`src/gb_irq_config.svh`:
```
`ifndef GB_IRQ_CONFIG_SVH
`define GB_IRQ_CONFIG_SVH

// ------------------------------------------------------------
// Interrupt lines
// ------------------------------------------------------------

// vblank, lcd stat, timer, serial, joypad
`define IRQ_NUM 5

// ------------------------------------------------------------
// Register map and dispatch vectors
// ------------------------------------------------------------

`define IRQ_ADDR_IF 8'h0F
`define IRQ_ADDR_IE 8'hFF

// Line i jumps to base + i * stride
`define IRQ_VEC_BASE   8'h40
`define IRQ_VEC_STRIDE 8

`endif

```
`src/gb_irq_pkg.sv`:
```
`default_nettype none

package gb_irq_pkg;

	// ------------------------------------------------------------
	// Opcodes and sequencer states
	// ------------------------------------------------------------

	typedef enum logic [2:0] {
		NOP,
		EI,
		DI,
		RETI,
		HALT
	} cpu_op_e;

	typedef enum logic [1:0] {
		RUN,
		HALTED,
		ENTRY_ACK,    // Acknowledge cycle
		ENTRY_JUMP    // Report cycle
	} seq_state_e;

	// ------------------------------------------------------------
	// Bus and control bundles
	// ------------------------------------------------------------

	typedef struct packed {
		logic       psel;
		logic       penable;
		logic       pwrite;
		logic [7:0] paddr;
		logic [7:0] pwdata;
	} apb_req_t;

	typedef struct packed {
		logic [7:0] prdata;
		logic       pready;
		logic       pslverr;
	} apb_rsp_t;

	typedef struct packed {
		logic wr_en;    // One cycle write strobe
		logic wr_bit;
	} flag_ctl_t;

	typedef struct packed {
		logic       valid;
		logic [7:0] vector;
	} entry_info_t;

endpackage

`default_nettype wire

```
`src/irq_flag_cell.sv`:
```
`timescale 1ns/1ns
`default_nettype none
`include "gb_irq_config.svh"

module irq_flag_cell (
	input  logic                  clk,
	input  logic                  reset,
	input  logic                  src,
	input  gb_irq_pkg::flag_ctl_t ctl,
	input  logic                  ack,
	output logic                  flag
);

	logic src_q;
	logic src_rise;

	// ------------------------------------------------------------
	// Edge detect on the raw request
	// ------------------------------------------------------------

	always_ff @(posedge clk) begin
		if (reset)
			src_q <= 1'b0;
		else
			src_q <= src;
	end

	assign src_rise = src && !src_q;    // Held level sets only once

	// ------------------------------------------------------------
	// Flag bit
	// ------------------------------------------------------------

	// A new request beats a bus write or an acknowledge in the same cycle
	always_ff @(posedge clk) begin
		if (reset) begin
			flag <= 1'b0;
		end else if (src_rise) begin
			flag <= 1'b1;
		end else if (ctl.wr_en) begin
			flag <= ctl.wr_bit;        // Bus write to IF
		end else if (ack) begin
			flag <= 1'b0;              // Taken by interrupt entry
		end
	end

endmodule

`default_nettype wire

```
`src/irq_reg_bus.sv`:
```
`timescale 1ns/1ns
`default_nettype none
`include "gb_irq_config.svh"

module irq_reg_bus (
	input  logic                                 clk,
	input  logic                                 reset,
	input  gb_irq_pkg::apb_req_t                 req,
	output gb_irq_pkg::apb_rsp_t                 rsp,
	input  logic [`IRQ_NUM-1:0]                  if_flags,
	output gb_irq_pkg::flag_ctl_t [`IRQ_NUM-1:0] flag_ctl,
	output logic [7:0]                           iena
);

	logic       access;
	logic       hit_if;
	logic       hit_ie;
	logic       if_we;
	logic       ie_we;
	logic [7:0] if_rd;
	logic [7:0] rd_data;

	// ------------------------------------------------------------
	// Address decode
	// ------------------------------------------------------------

	assign access = req.psel && req.penable;    // APB access phase
	assign hit_if = (req.paddr == `IRQ_ADDR_IF);
	assign hit_ie = (req.paddr == `IRQ_ADDR_IE);

	assign if_we = access && req.pwrite && hit_if;
	assign ie_we = access && req.pwrite && hit_ie;

	// ------------------------------------------------------------
	// IE register
	// ------------------------------------------------------------

	always_ff @(posedge clk) begin
		if (reset)
			iena <= 8'h00;
		else if (ie_we)
			iena <= req.pwdata;    // All 8 bits stored
	end

	// ------------------------------------------------------------
	// IF write fan-out
	// ------------------------------------------------------------

	// Cells load on the edge that ends the access phase
	always_comb begin
		for (int i = 0; i < `IRQ_NUM; i++) begin
			flag_ctl[i].wr_en  = if_we;
			flag_ctl[i].wr_bit = req.pwdata[i];
		end
	end

	// ------------------------------------------------------------
	// Read data and response
	// ------------------------------------------------------------

	// Unused IF bits read back as 1
	assign if_rd = {{(8 - `IRQ_NUM){1'b1}}, if_flags};

	always_comb begin
		if (hit_if)
			rd_data = if_rd;
		else if (hit_ie)
			rd_data = iena;
		else
			rd_data = 8'h00;    // Unmapped offset
	end

	assign rsp.prdata  = rd_data;
	assign rsp.pready  = 1'b1;                          // No wait states
	assign rsp.pslverr = access && !(hit_if || hit_ie);

endmodule

`default_nettype wire

```
`src/sm83_int.sv`:
```
`timescale 1ns/1ns
`default_nettype none
`include "gb_irq_config.svh"

module sm83_int (
	input  logic                clk,
	input  logic                reset,
	input  logic [`IRQ_NUM-1:0] if_flags,
	input  logic [7:0]          iena,
	output logic                t1,
	output logic                t4,
	output logic                intr_entry,
	output logic [7:0]          int_vector,
	output logic [`IRQ_NUM-1:0] iack,
	output logic                wake,
	output logic                ime,
	input  logic                ctl_update_int,
	input  logic                ctl_ime_we,
	input  logic                ctl_ime_bit,
	input  logic                ctl_ack_int
);

	logic [1:0]          phase;
	logic                t2;
	logic [`IRQ_NUM-1:0] irq_latched;
	logic [`IRQ_NUM-1:0] wake_latched;
	logic [`IRQ_NUM-1:0] entry_req;

	// ------------------------------------------------------------
	// Machine cycle phases
	// ------------------------------------------------------------

	always_ff @(posedge clk) begin
		if (reset)
			phase <= 2'd0;    // Start at t1
		else
			phase <= phase + 2'd1;
	end

	assign t1 = (phase == 2'd0);
	assign t2 = (phase == 2'd1);
	assign t4 = (phase == 2'd3);

	// ------------------------------------------------------------
	// Master enable and entry decision
	// ------------------------------------------------------------

	always_ff @(posedge clk) begin
		if (reset)
			ime <= 1'b0;
		else if (ctl_ime_we)
			ime <= ctl_ime_bit;
	end

	always_ff @(posedge clk) begin
		if (reset)
			intr_entry <= 1'b0;
		else if (ctl_update_int)
			intr_entry <= ime && |entry_req;
	end

	// ------------------------------------------------------------
	// Flag sampling
	// ------------------------------------------------------------

	always_ff @(posedge clk) begin
		if (reset) begin
			irq_latched  <= '0;
			wake_latched <= '0;
		end else begin
			if (t2)
				irq_latched <= if_flags;     // For entry
			if (t4)
				wake_latched <= if_flags;    // For HALT exit
		end
	end

	assign entry_req = irq_latched & iena[`IRQ_NUM-1:0];

	// Wake ignores IME
	assign wake = t1 && |(wake_latched & iena[`IRQ_NUM-1:0]);

	// ------------------------------------------------------------
	// Priority vector and acknowledge
	// ------------------------------------------------------------

	// Lowest index wins, so scan from the top down
	always_comb begin
		int_vector = 8'h00;    // Nothing pending gives zero
		iack       = '0;
		for (int i = `IRQ_NUM - 1; i >= 0; i--) begin
			if (entry_req[i]) begin
				int_vector = `IRQ_VEC_BASE + 8'(i * `IRQ_VEC_STRIDE);
				iack       = '0;
				iack[i]    = ctl_ack_int;
			end
		end
	end

endmodule

`default_nettype wire

```
`src/int_entry_seq.sv`:
```
`timescale 1ns/1ns
`default_nettype none
`include "gb_irq_config.svh"

module int_entry_seq (
	input  logic                    clk,
	input  logic                    reset,
	input  gb_irq_pkg::cpu_op_e     op,
	input  logic                    op_valid,
	input  logic                    t1,
	input  logic                    t4,
	input  logic                    intr_entry,
	input  logic [7:0]              int_vector,
	input  logic                    wake,
	output logic                    ctl_update_int,
	output logic                    ctl_ime_we,
	output logic                    ctl_ime_bit,
	output logic                    ctl_ack_int,
	output gb_irq_pkg::entry_info_t entry,
	output logic                    halted
);

	gb_irq_pkg::seq_state_e state;
	gb_irq_pkg::seq_state_e state_next;
	logic                   op_take;
	logic [7:0]             vec_q;

	assign op_take = (state == gb_irq_pkg::RUN) && t4 && op_valid;

	// ------------------------------------------------------------
	// State machine
	// ------------------------------------------------------------

	always_comb begin
		state_next = state;
		case (state)
			gb_irq_pkg::RUN: begin
				// intr_entry is fresh on t1 after the t4 update
				if (t1 && intr_entry)
					state_next = gb_irq_pkg::ENTRY_ACK;
				else if (op_take && op == gb_irq_pkg::HALT)
					state_next = gb_irq_pkg::HALTED;
			end
			gb_irq_pkg::HALTED: begin
				if (wake)
					state_next = gb_irq_pkg::RUN;
			end
			gb_irq_pkg::ENTRY_ACK:  state_next = gb_irq_pkg::ENTRY_JUMP;
			gb_irq_pkg::ENTRY_JUMP: state_next = gb_irq_pkg::RUN;
			default:                state_next = gb_irq_pkg::RUN;
		endcase
	end

	always_ff @(posedge clk) begin
		if (reset)
			state <= gb_irq_pkg::RUN;
		else
			state <= state_next;
	end

	// ------------------------------------------------------------
	// Controls into the interrupt unit
	// ------------------------------------------------------------

	always_comb begin
		ctl_update_int = 1'b0;
		ctl_ime_we     = 1'b0;
		ctl_ime_bit    = 1'b0;
		ctl_ack_int    = 1'b0;
		case (state)
			gb_irq_pkg::RUN: begin
				ctl_update_int = t4;
				if (op_take) begin
					case (op)
						gb_irq_pkg::EI, gb_irq_pkg::RETI: begin
							ctl_ime_we  = 1'b1;
							ctl_ime_bit = 1'b1;
						end
						gb_irq_pkg::DI: ctl_ime_we = 1'b1;
						default: ;    // NOP and HALT leave IME alone
					endcase
				end
			end
			gb_irq_pkg::ENTRY_ACK: begin
				ctl_ack_int = 1'b1;
				ctl_ime_we  = 1'b1;    // IME cleared on entry
			end
			default: ;
		endcase
	end

	// Vector held for the report cycle
	always_ff @(posedge clk) begin
		if (state == gb_irq_pkg::ENTRY_ACK)
			vec_q <= int_vector;
	end

	assign entry.valid  = (state == gb_irq_pkg::ENTRY_JUMP);
	assign entry.vector = vec_q;
	assign halted       = (state == gb_irq_pkg::HALTED);

endmodule

`default_nettype wire

```
`src/gb_irq_top.sv`:
```
`timescale 1ns/1ns
`default_nettype none
`include "gb_irq_config.svh"

module gb_irq_top (
	input  logic                    clk,
	input  logic                    reset,
	input  gb_irq_pkg::apb_req_t    apb_req,
	output gb_irq_pkg::apb_rsp_t    apb_rsp,
	input  logic [`IRQ_NUM-1:0]     irq_src,
	input  gb_irq_pkg::cpu_op_e     op,
	input  logic                    op_valid,
	output gb_irq_pkg::entry_info_t entry,
	output logic                    halted,
	output logic                    ime
);

	gb_irq_pkg::flag_ctl_t [`IRQ_NUM-1:0] flag_ctl;
	logic [`IRQ_NUM-1:0]                  if_flags;
	logic [`IRQ_NUM-1:0]                  iack;
	logic [7:0]                           iena;
	logic [7:0]                           int_vector;
	logic                                 t1;
	logic                                 t4;
	logic                                 intr_entry;
	logic                                 wake;
	logic                                 ctl_update_int;
	logic                                 ctl_ime_we;
	logic                                 ctl_ime_bit;
	logic                                 ctl_ack_int;

	// ------------------------------------------------------------
	// Register bus and flag cells
	// ------------------------------------------------------------

	irq_reg_bus u_bus (
		.clk      (clk),
		.reset    (reset),
		.req      (apb_req),
		.rsp      (apb_rsp),
		.if_flags (if_flags),
		.flag_ctl (flag_ctl),
		.iena     (iena)
	);

	for (genvar i = 0; i < `IRQ_NUM; i++) begin : g_flag
		irq_flag_cell u_cell (
			.clk   (clk),
			.reset (reset),
			.src   (irq_src[i]),
			.ctl   (flag_ctl[i]),
			.ack   (iack[i]),
			.flag  (if_flags[i])
		);
	end

	// ------------------------------------------------------------
	// Interrupt unit and entry sequencer
	// ------------------------------------------------------------

	sm83_int u_int (
		.clk            (clk),
		.reset          (reset),
		.if_flags       (if_flags),
		.iena           (iena),
		.t1             (t1),
		.t4             (t4),
		.intr_entry     (intr_entry),
		.int_vector     (int_vector),
		.iack           (iack),
		.wake           (wake),
		.ime            (ime),
		.ctl_update_int (ctl_update_int),
		.ctl_ime_we     (ctl_ime_we),
		.ctl_ime_bit    (ctl_ime_bit),
		.ctl_ack_int    (ctl_ack_int)
	);

	int_entry_seq u_seq (
		.clk            (clk),
		.reset          (reset),
		.op             (op),
		.op_valid       (op_valid),
		.t1             (t1),
		.t4             (t4),
		.intr_entry     (intr_entry),
		.int_vector     (int_vector),
		.wake           (wake),
		.ctl_update_int (ctl_update_int),
		.ctl_ime_we     (ctl_ime_we),
		.ctl_ime_bit    (ctl_ime_bit),
		.ctl_ack_int    (ctl_ack_int),
		.entry          (entry),
		.halted         (halted)
	);

endmodule

`default_nettype wire

```
`config.mk`:
```
export PLATFORM = sky130hd
export DESIGN_NAME = gb_irq_top
export DESIGN_NICKNAME = d
export VERILOG_FILES = /design/src/gb_irq_pkg.sv /design/src/irq_flag_cell.sv /design/src/irq_reg_bus.sv /design/src/sm83_int.sv /design/src/int_entry_seq.sv /design/src/gb_irq_top.sv
export VERILOG_INCLUDE_DIRS = /design/src
export SDC_FILE = /design/constraint.sdc
export NUM_CORES = 1
export LEC_CHECK = 0
export BUFFER_PORTS_ARGS = -buffer_cell sky130_fd_sc_hd__clkbuf_2
export CAP_MARGIN = 20
export CORE_UTILIZATION = 55
export DETAILED_ROUTE_END_ITERATION = 10
export GPL_TIMING_DRIVEN = 0
export PLACE_DENSITY = 0.89
export SKIP_CTS_REPAIR_TIMING = 1
export SLEW_MARGIN = 20
export SYNTH_ARGS = -nofsm -noshare
export SYNTH_HDL_FRONTEND = slang
export SYNTH_SLANG_ARGS = --single-unit
```
`constraint.sdc`:
```
create_clock -name clk -period 3.1 [get_ports clk]
set_clock_uncertainty 0.1 [all_clocks]
set_input_delay 0.155 -clock clk [delete_from_list [all_inputs] [get_ports clk]]
set_output_delay 0.155 -clock clk [all_outputs]
set_load 0.1 [all_outputs]
```
### After elaboration in Yosys (flattened, before gate mapping)

Index checks and enable logic that the tools add are counted.

| storage, ports and cells | value |
|---|---|
| flip-flop bits (word level) | 41 |
| word-level logic and storage cells | 111 |

| operators by class | value |
|---|---|
| add/sub/neg operators | 1 |
| eq/ne operators | 13 |
| multiplexer cells | 38 |
| bitwise gates (word level) | 2 |
| reductions and logical operators | 37 |

Operators by type and width:

| cell | count |
|---|---|
| 5-bit two-way mux | 7 |
| 1-bit two-way mux | 22 |
| 1-bit logical AND | 16 |
| 8-bit two-way mux | 2 |
| 3-bit nonzero test | 5 |
| 5-bit bitwise AND | 2 |
| 5-bit OR reduction | 2 |
| 8-bit by 4-bit equality test with 1-bit output, second input constant | 1 |
| 8-bit equality test, second input constant | 1 |
| 2-bit one-hot mux with 4 select lines | 1 |
| 7-bit two-way mux | 1 |
| 2-bit equality test, second input constant | 3 |
| 3-bit by 2-bit equality test with 1-bit output, second input constant | 2 |
| 1-bit logical NOT | 6 |
| 2-bit two-way mux | 3 |
| 2-bit by 1-bit equality test with 1-bit output, second input constant | 2 |
| 2-bit logical NOT | 2 |
| 4-bit two-way mux | 1 |
| 2-bit OR reduction | 2 |
| 4-bit OR reduction | 1 |
| 3-bit by 1-bit equality test with 1-bit output, second input constant | 1 |
| 3-bit equality test, second input constant | 1 |
| 3-bit inequality test, second input constant | 1 |
| 3-bit OR reduction | 1 |
| 5 further kinds | 5 |

### Depth between registers and ports, before layout

| depth | value |
|---|---|
| depth in word-level cells | 10 |
| depth in mapped cells | 6 |
| gate-level depth less buffers | 5 |

### By module

Synthesis repeated with hierarchy kept, for this count alone.

| second synthesis, totals | value |
|---|---|
| cell total of the unflattened synthesis | 209 |
| area, all modules | 2082.0 um2 |

By module, submodules not included:

| module | instances | cells each | area an instance (um2) | sequential area each (um2) |
|---|---|---|---|---|
| sm83_int | 1 | 74 | 683.2 | 280.3 |
| irq_reg_bus | 1 | 73 | 650.6 | 160.2 |
| int_entry_seq | 1 | 27 | 391.6 | 280.3 |
| irq_flag_cell | 5 | 7 | 71.3 | 40.0 |

### Least setup slack after synthesis

No wires, ideal clock.

| timing path | value |
|---|---|
| path kind | input to output |
| start point | input port apb_req[13] (netlist bit) |
| end point | output port apb_rsp[2] (netlist bit) |
| arrival time | 2.489 ns |
| required time | 2.845 ns |
| path slack | 0.356 ns |
| cell stages on the path | 5 |
| buffers on the path | 1 |
| cells stage by stage | or4_4 > buf_6 > nor2_4 > nand2_1 > a21oi_1 |

RTL lines:

| item | line | source |
|---|---|---|
| start: declaration | gb_irq_top.sv:8 | `input gb_irq_pkg::apb_req_t apb_req,` |
| end: declaration | gb_irq_top.sv:9 | `output gb_irq_pkg::apb_rsp_t apb_rsp,` |

### Worst setup path in the final report

| timing path | value |
|---|---|
| start point | register u_int.phase[0] |
| end point | register u_int.ime |

| on the way | value |
|---|---|
| cells in the longest elaborated chain, start to end | 5 |

Ends and longest elaborated chain:

| item | line | source |
|---|---|---|
| start: declaration | sm83_int.sv:23 | `logic [1:0] phase;` |
| start signal: assignment | sm83_int.sv:37 | `phase <= phase + 2'd1;` |
| 2-bit equality test (*) | sm83_int.sv:42 | `assign t4 = (phase == 2'd3);` |
| 1-bit logical AND (*) (2 in series) | int_entry_seq.sv:28 | `assign op_take = (state == gb_irq_pkg::RUN) && t4 && op_valid;` |
| 1-bit two-way mux | int_entry_seq.sv:73 | `if (op_take) begin` |
| 1-bit one-hot mux with 2 select lines / 1-bit two-way mux (equally long branches) | int_entry_seq.sv:70 | `case (state)` |
| end signal: assignment | sm83_int.sv:52 | `ime <= ctl_ime_bit;` |
| end: declaration | sm83_int.sv:16 | `output logic ime,` |

Mark *: on every way between the ends. The rest lies on a longest branch, timed or not.
A chain may end at the register's enable or synchronous reset.

==> flow_summary.yaml <==
cts:
  cts_tree: "built"
  clk_root_buffer_cell: "clkbuf_4"
  cts_buffers: 5
  clk_latency_ns: 0.37
  clock_path_buffers: 2
  cts_num_sinks: 38
  htreeDepth: 2
  path_clk_slew_ns: 0.12
floorplan:
  die_h_microns: 59.0
  initial_utilization: 0.581
  std_cell_rows: 20
  core_sq_um: 3080
  die_area_sq_um: 3480
  die_w_microns: 59.0
  io_pins: 51
power_and_ir_drop:
  irDropWorstVdd_uv: 307
  leakage_nw: 0.947
  p_int_w: 0.000731
  powerDensity_nw_per_um2: 434
  combPwrFrac: 0.135
  netSwitchingPower_w: 0.000260
  switching_share: 0.262
  p_total_w: 0.000991
  p_clk_frac: 0.338
  share_seq_of_total_power: 0.527
synth:
  ys_types: 39
  syn_area_sq_um: 1790
  synth_edf_count: 4
  avgSynthCellArea_sq_um: 9.31
  synth_top_area_frac: 0.381
  synth-seq-area-share: 0.448
  syn_inst: 192
  yosysWarnings: 0
  synth_area_leaders: "dfxtp_1, mux2i_1, edfxtp_1"
  ys_seq_elements: 38
  synth_top_cell_by_area: "dfxtp_1"
  synthArstFlopShare: 0
  yosys_most_used_dff: "dfxtp_1"
critical_path:
  crit_path_max_fanout: 7
  critPathMaxStageDelay_ns: 0.59
  r2r_cells: 6
  slowest_stage: "dlygate4sd3_1"
  path_cells: "ha_1 > clkbuf_1 > nor3b_1 > nand4b_1 > dlygate4sd3_1 > a21oi_1"
  worstPathArrival_ns: 2.67
  r2r_end: "u_int.ime"
  r2r-start: "u_int.phase[0]"
  cp-start-kind: "flop"
  cp-end-kind: "flop"
  reg2reg_setup_slack_ns: 0.64
  criticalPathCategory: "flop to flop"
  cp.required_ns: 3.31
timing:
  rsz0062_at_grt: "false"
  setup_viol: 0
  max_freq_mhz: 407
  setup_tns_ns: 0
  fin_hold_ws_ns: -0.0305
  period_share: 0.793
  tightestPinTransition_ns: 0.561
  slew_viol_final: 0
  hold_violations: 4
  min_period_ns: 2.46
  relSlewSlack: 0.627
detailed_routing:
  drc_errors: 0
  viasPerCell: 5.42
  vias: 1648
  drt_iter0_drc: 132
  drtAntennaViolNets: 0
  wl_microns: 4170
  wire_per_inst_microns: 13.7
  first_pass_iters: 4
layout:
  final_common_cell: "clkbuf_2"
  fillCellCount: 245
  final_nets: 292
  utilization: 0.741
  syn_to_final_growth_pct: 27.6
  layout-drive-gt1-share: 0.262
  final_cell_mix: "clkbuf_2, dfxtp_1, nor2_1, mux2i_1, nand2_1"
  insertedDiodeCount: 0
global_route:
  track_usage: 0.237
  antenna_found_initial: 0
  overflow: 0
  grt_pass1_wl_microns: 6030
  grt_max_degree: 13
  grt_pass1_vias: 1381
place:
  gp_congestion: 0.864
  port_buffers: 44
  hpwl_microns: 2890
job:
  cap_violations: 0
worst_hold_path:
  min_from: "apb_req[6]"
  min_to: "u_bus.iena[6]"
  min_path_type: "input port to flop"
  hold_depth: 3
run_status:
  violations: "negative hold slack"
  status: "complete, but fails checks"
kinds of logic after synthesis:
logic type | synth area share
muxes | 0.106
and+or+nand+nor | 0.257
AOI/OAI and AO/OA | 0.113
other | 0.00420
DFF | 0.448
adders and majority gates | 0.0210
buffers and inverters | 0.0504
state kept, by name, indices dropped and copies added (netlist names):
name / count
u_bus.iena: 8
g_flag.u_cell.flag: 5
g_flag.u_cell.src_q: 5
u_int.irq_latched: 5
u_int.wake_latched: 5
u_seq.vec_q: 4
u_int.phase: 2
u_seq.state: 2
u_int.ime: 1
u_int.intr_entry: 1
Yosys cell counts (2+ instances only):
library cell and n:
a31oi_1 4, mux2i_1 19, inv_1 3, nand4b_1 2, buf_4 7, nor3_4 2
nand3_1 7, a21oi_1 11, a22oi_1 2, edfxtp_1 4, and3_1 2, nand2b_1 6
nor2b_1 8, a21boi_0 2, nand4_1 3, nand2_1 16, ha_1 3, clkbuf_1 4
o311ai_0 3, o21ai_0 5, nor3_1 2, dfxtp_1 34, nor2_1 26, conb_1 2
worst max-delay path, delay by kind of cell (launching register included):
family | cells | cell delay, ns
AOI/OAI and AO/OA | 1 | 0.13
adders and majority gates | 1 | 0.16
buffers and inverters | 2 | 0.98
DFF | 1 | 0.40
and+or+nand+nor | 2 | 0.65
how the worst max path moves through the flow:
| stage | from | end | slack, ns | cells after the start |
|---|---|---|---|---|
| floorplan | apb_req[13] | apb_rsp[2] | 0.36 | 5 |
| global placement | apb_req[13] | apb_rsp[4] | 1.04 | 7 |
| detailed placement | apb_req[13] | apb_rsp[3] | 1.03 | 7 |
| CTS | apb_req[13] | apb_rsp[3] | 1.03 | 7 |
| global route | u_int.phase[0] | u_int.ime | 0.53 | 6 |
| finish | u_int.phase[0] | u_int.ime | 0.64 | 6 |
power by group through the flow:
| stage | combinational (W) | sequential [W] | clock, W |
|---|---|---|---|
| after floorplan | 0.0000843 | 0.000531 | 0 |
| after global placement | 0.000117 | 0.000532 | 0 |
| after global routing | 0.000143 | 0.000524 | 0.000349 |
| final | 0.000134 | 0.000522 | 0.000335 |
| after CTS | 0.000120 | 0.000522 | 0.000335 |
| after detailed placement | 0.000119 | 0.000533 | 0 |
final cells by class:
| type | instances | area (sq um) | area share |
|---|---|---|---|
| Multi-Input combinational cell | 142 | 908 | 0.398 |
| Inverter | 3 | 11.3 | 0.00493 |
| Sequential cell | 38 | 801 | 0.351 |
| Tap cell | 44 | 55.1 | 0.0241 |
| Timing Repair Buffer | 57 | 350 | 0.154 |
| Clock buffer | 5 | 37.5 | 0.0164 |
| Clock inverter | 3 | 40.0 | 0.0175 |
| Buffer | 12 | 78.8 | 0.0345 |
metal layers:
layer  vias up  part of all wire  GRT usage  routed length (microns)
met3        12             0.060     0.0459                      249
met1       766              0.42      0.298                     1760
met2        62              0.49      0.381                     2060
met5         -                 0          0                        0
li1        808                 -          -                        -
met4         0             0.025      0.136                      106
through the flow:
stage	area (sq um)	cells	setup WS, ns
2_1_floorplan	1800	195	0.356
3_3_place_gp	2070	283	1.04
3_5_place_dp	2070	283	1.03
4_1_cts	2150	291	1.03
5_1_grt	2280	304	0.529
6_report	2280	304	0.643
Power figures use the tool's default switching activity.
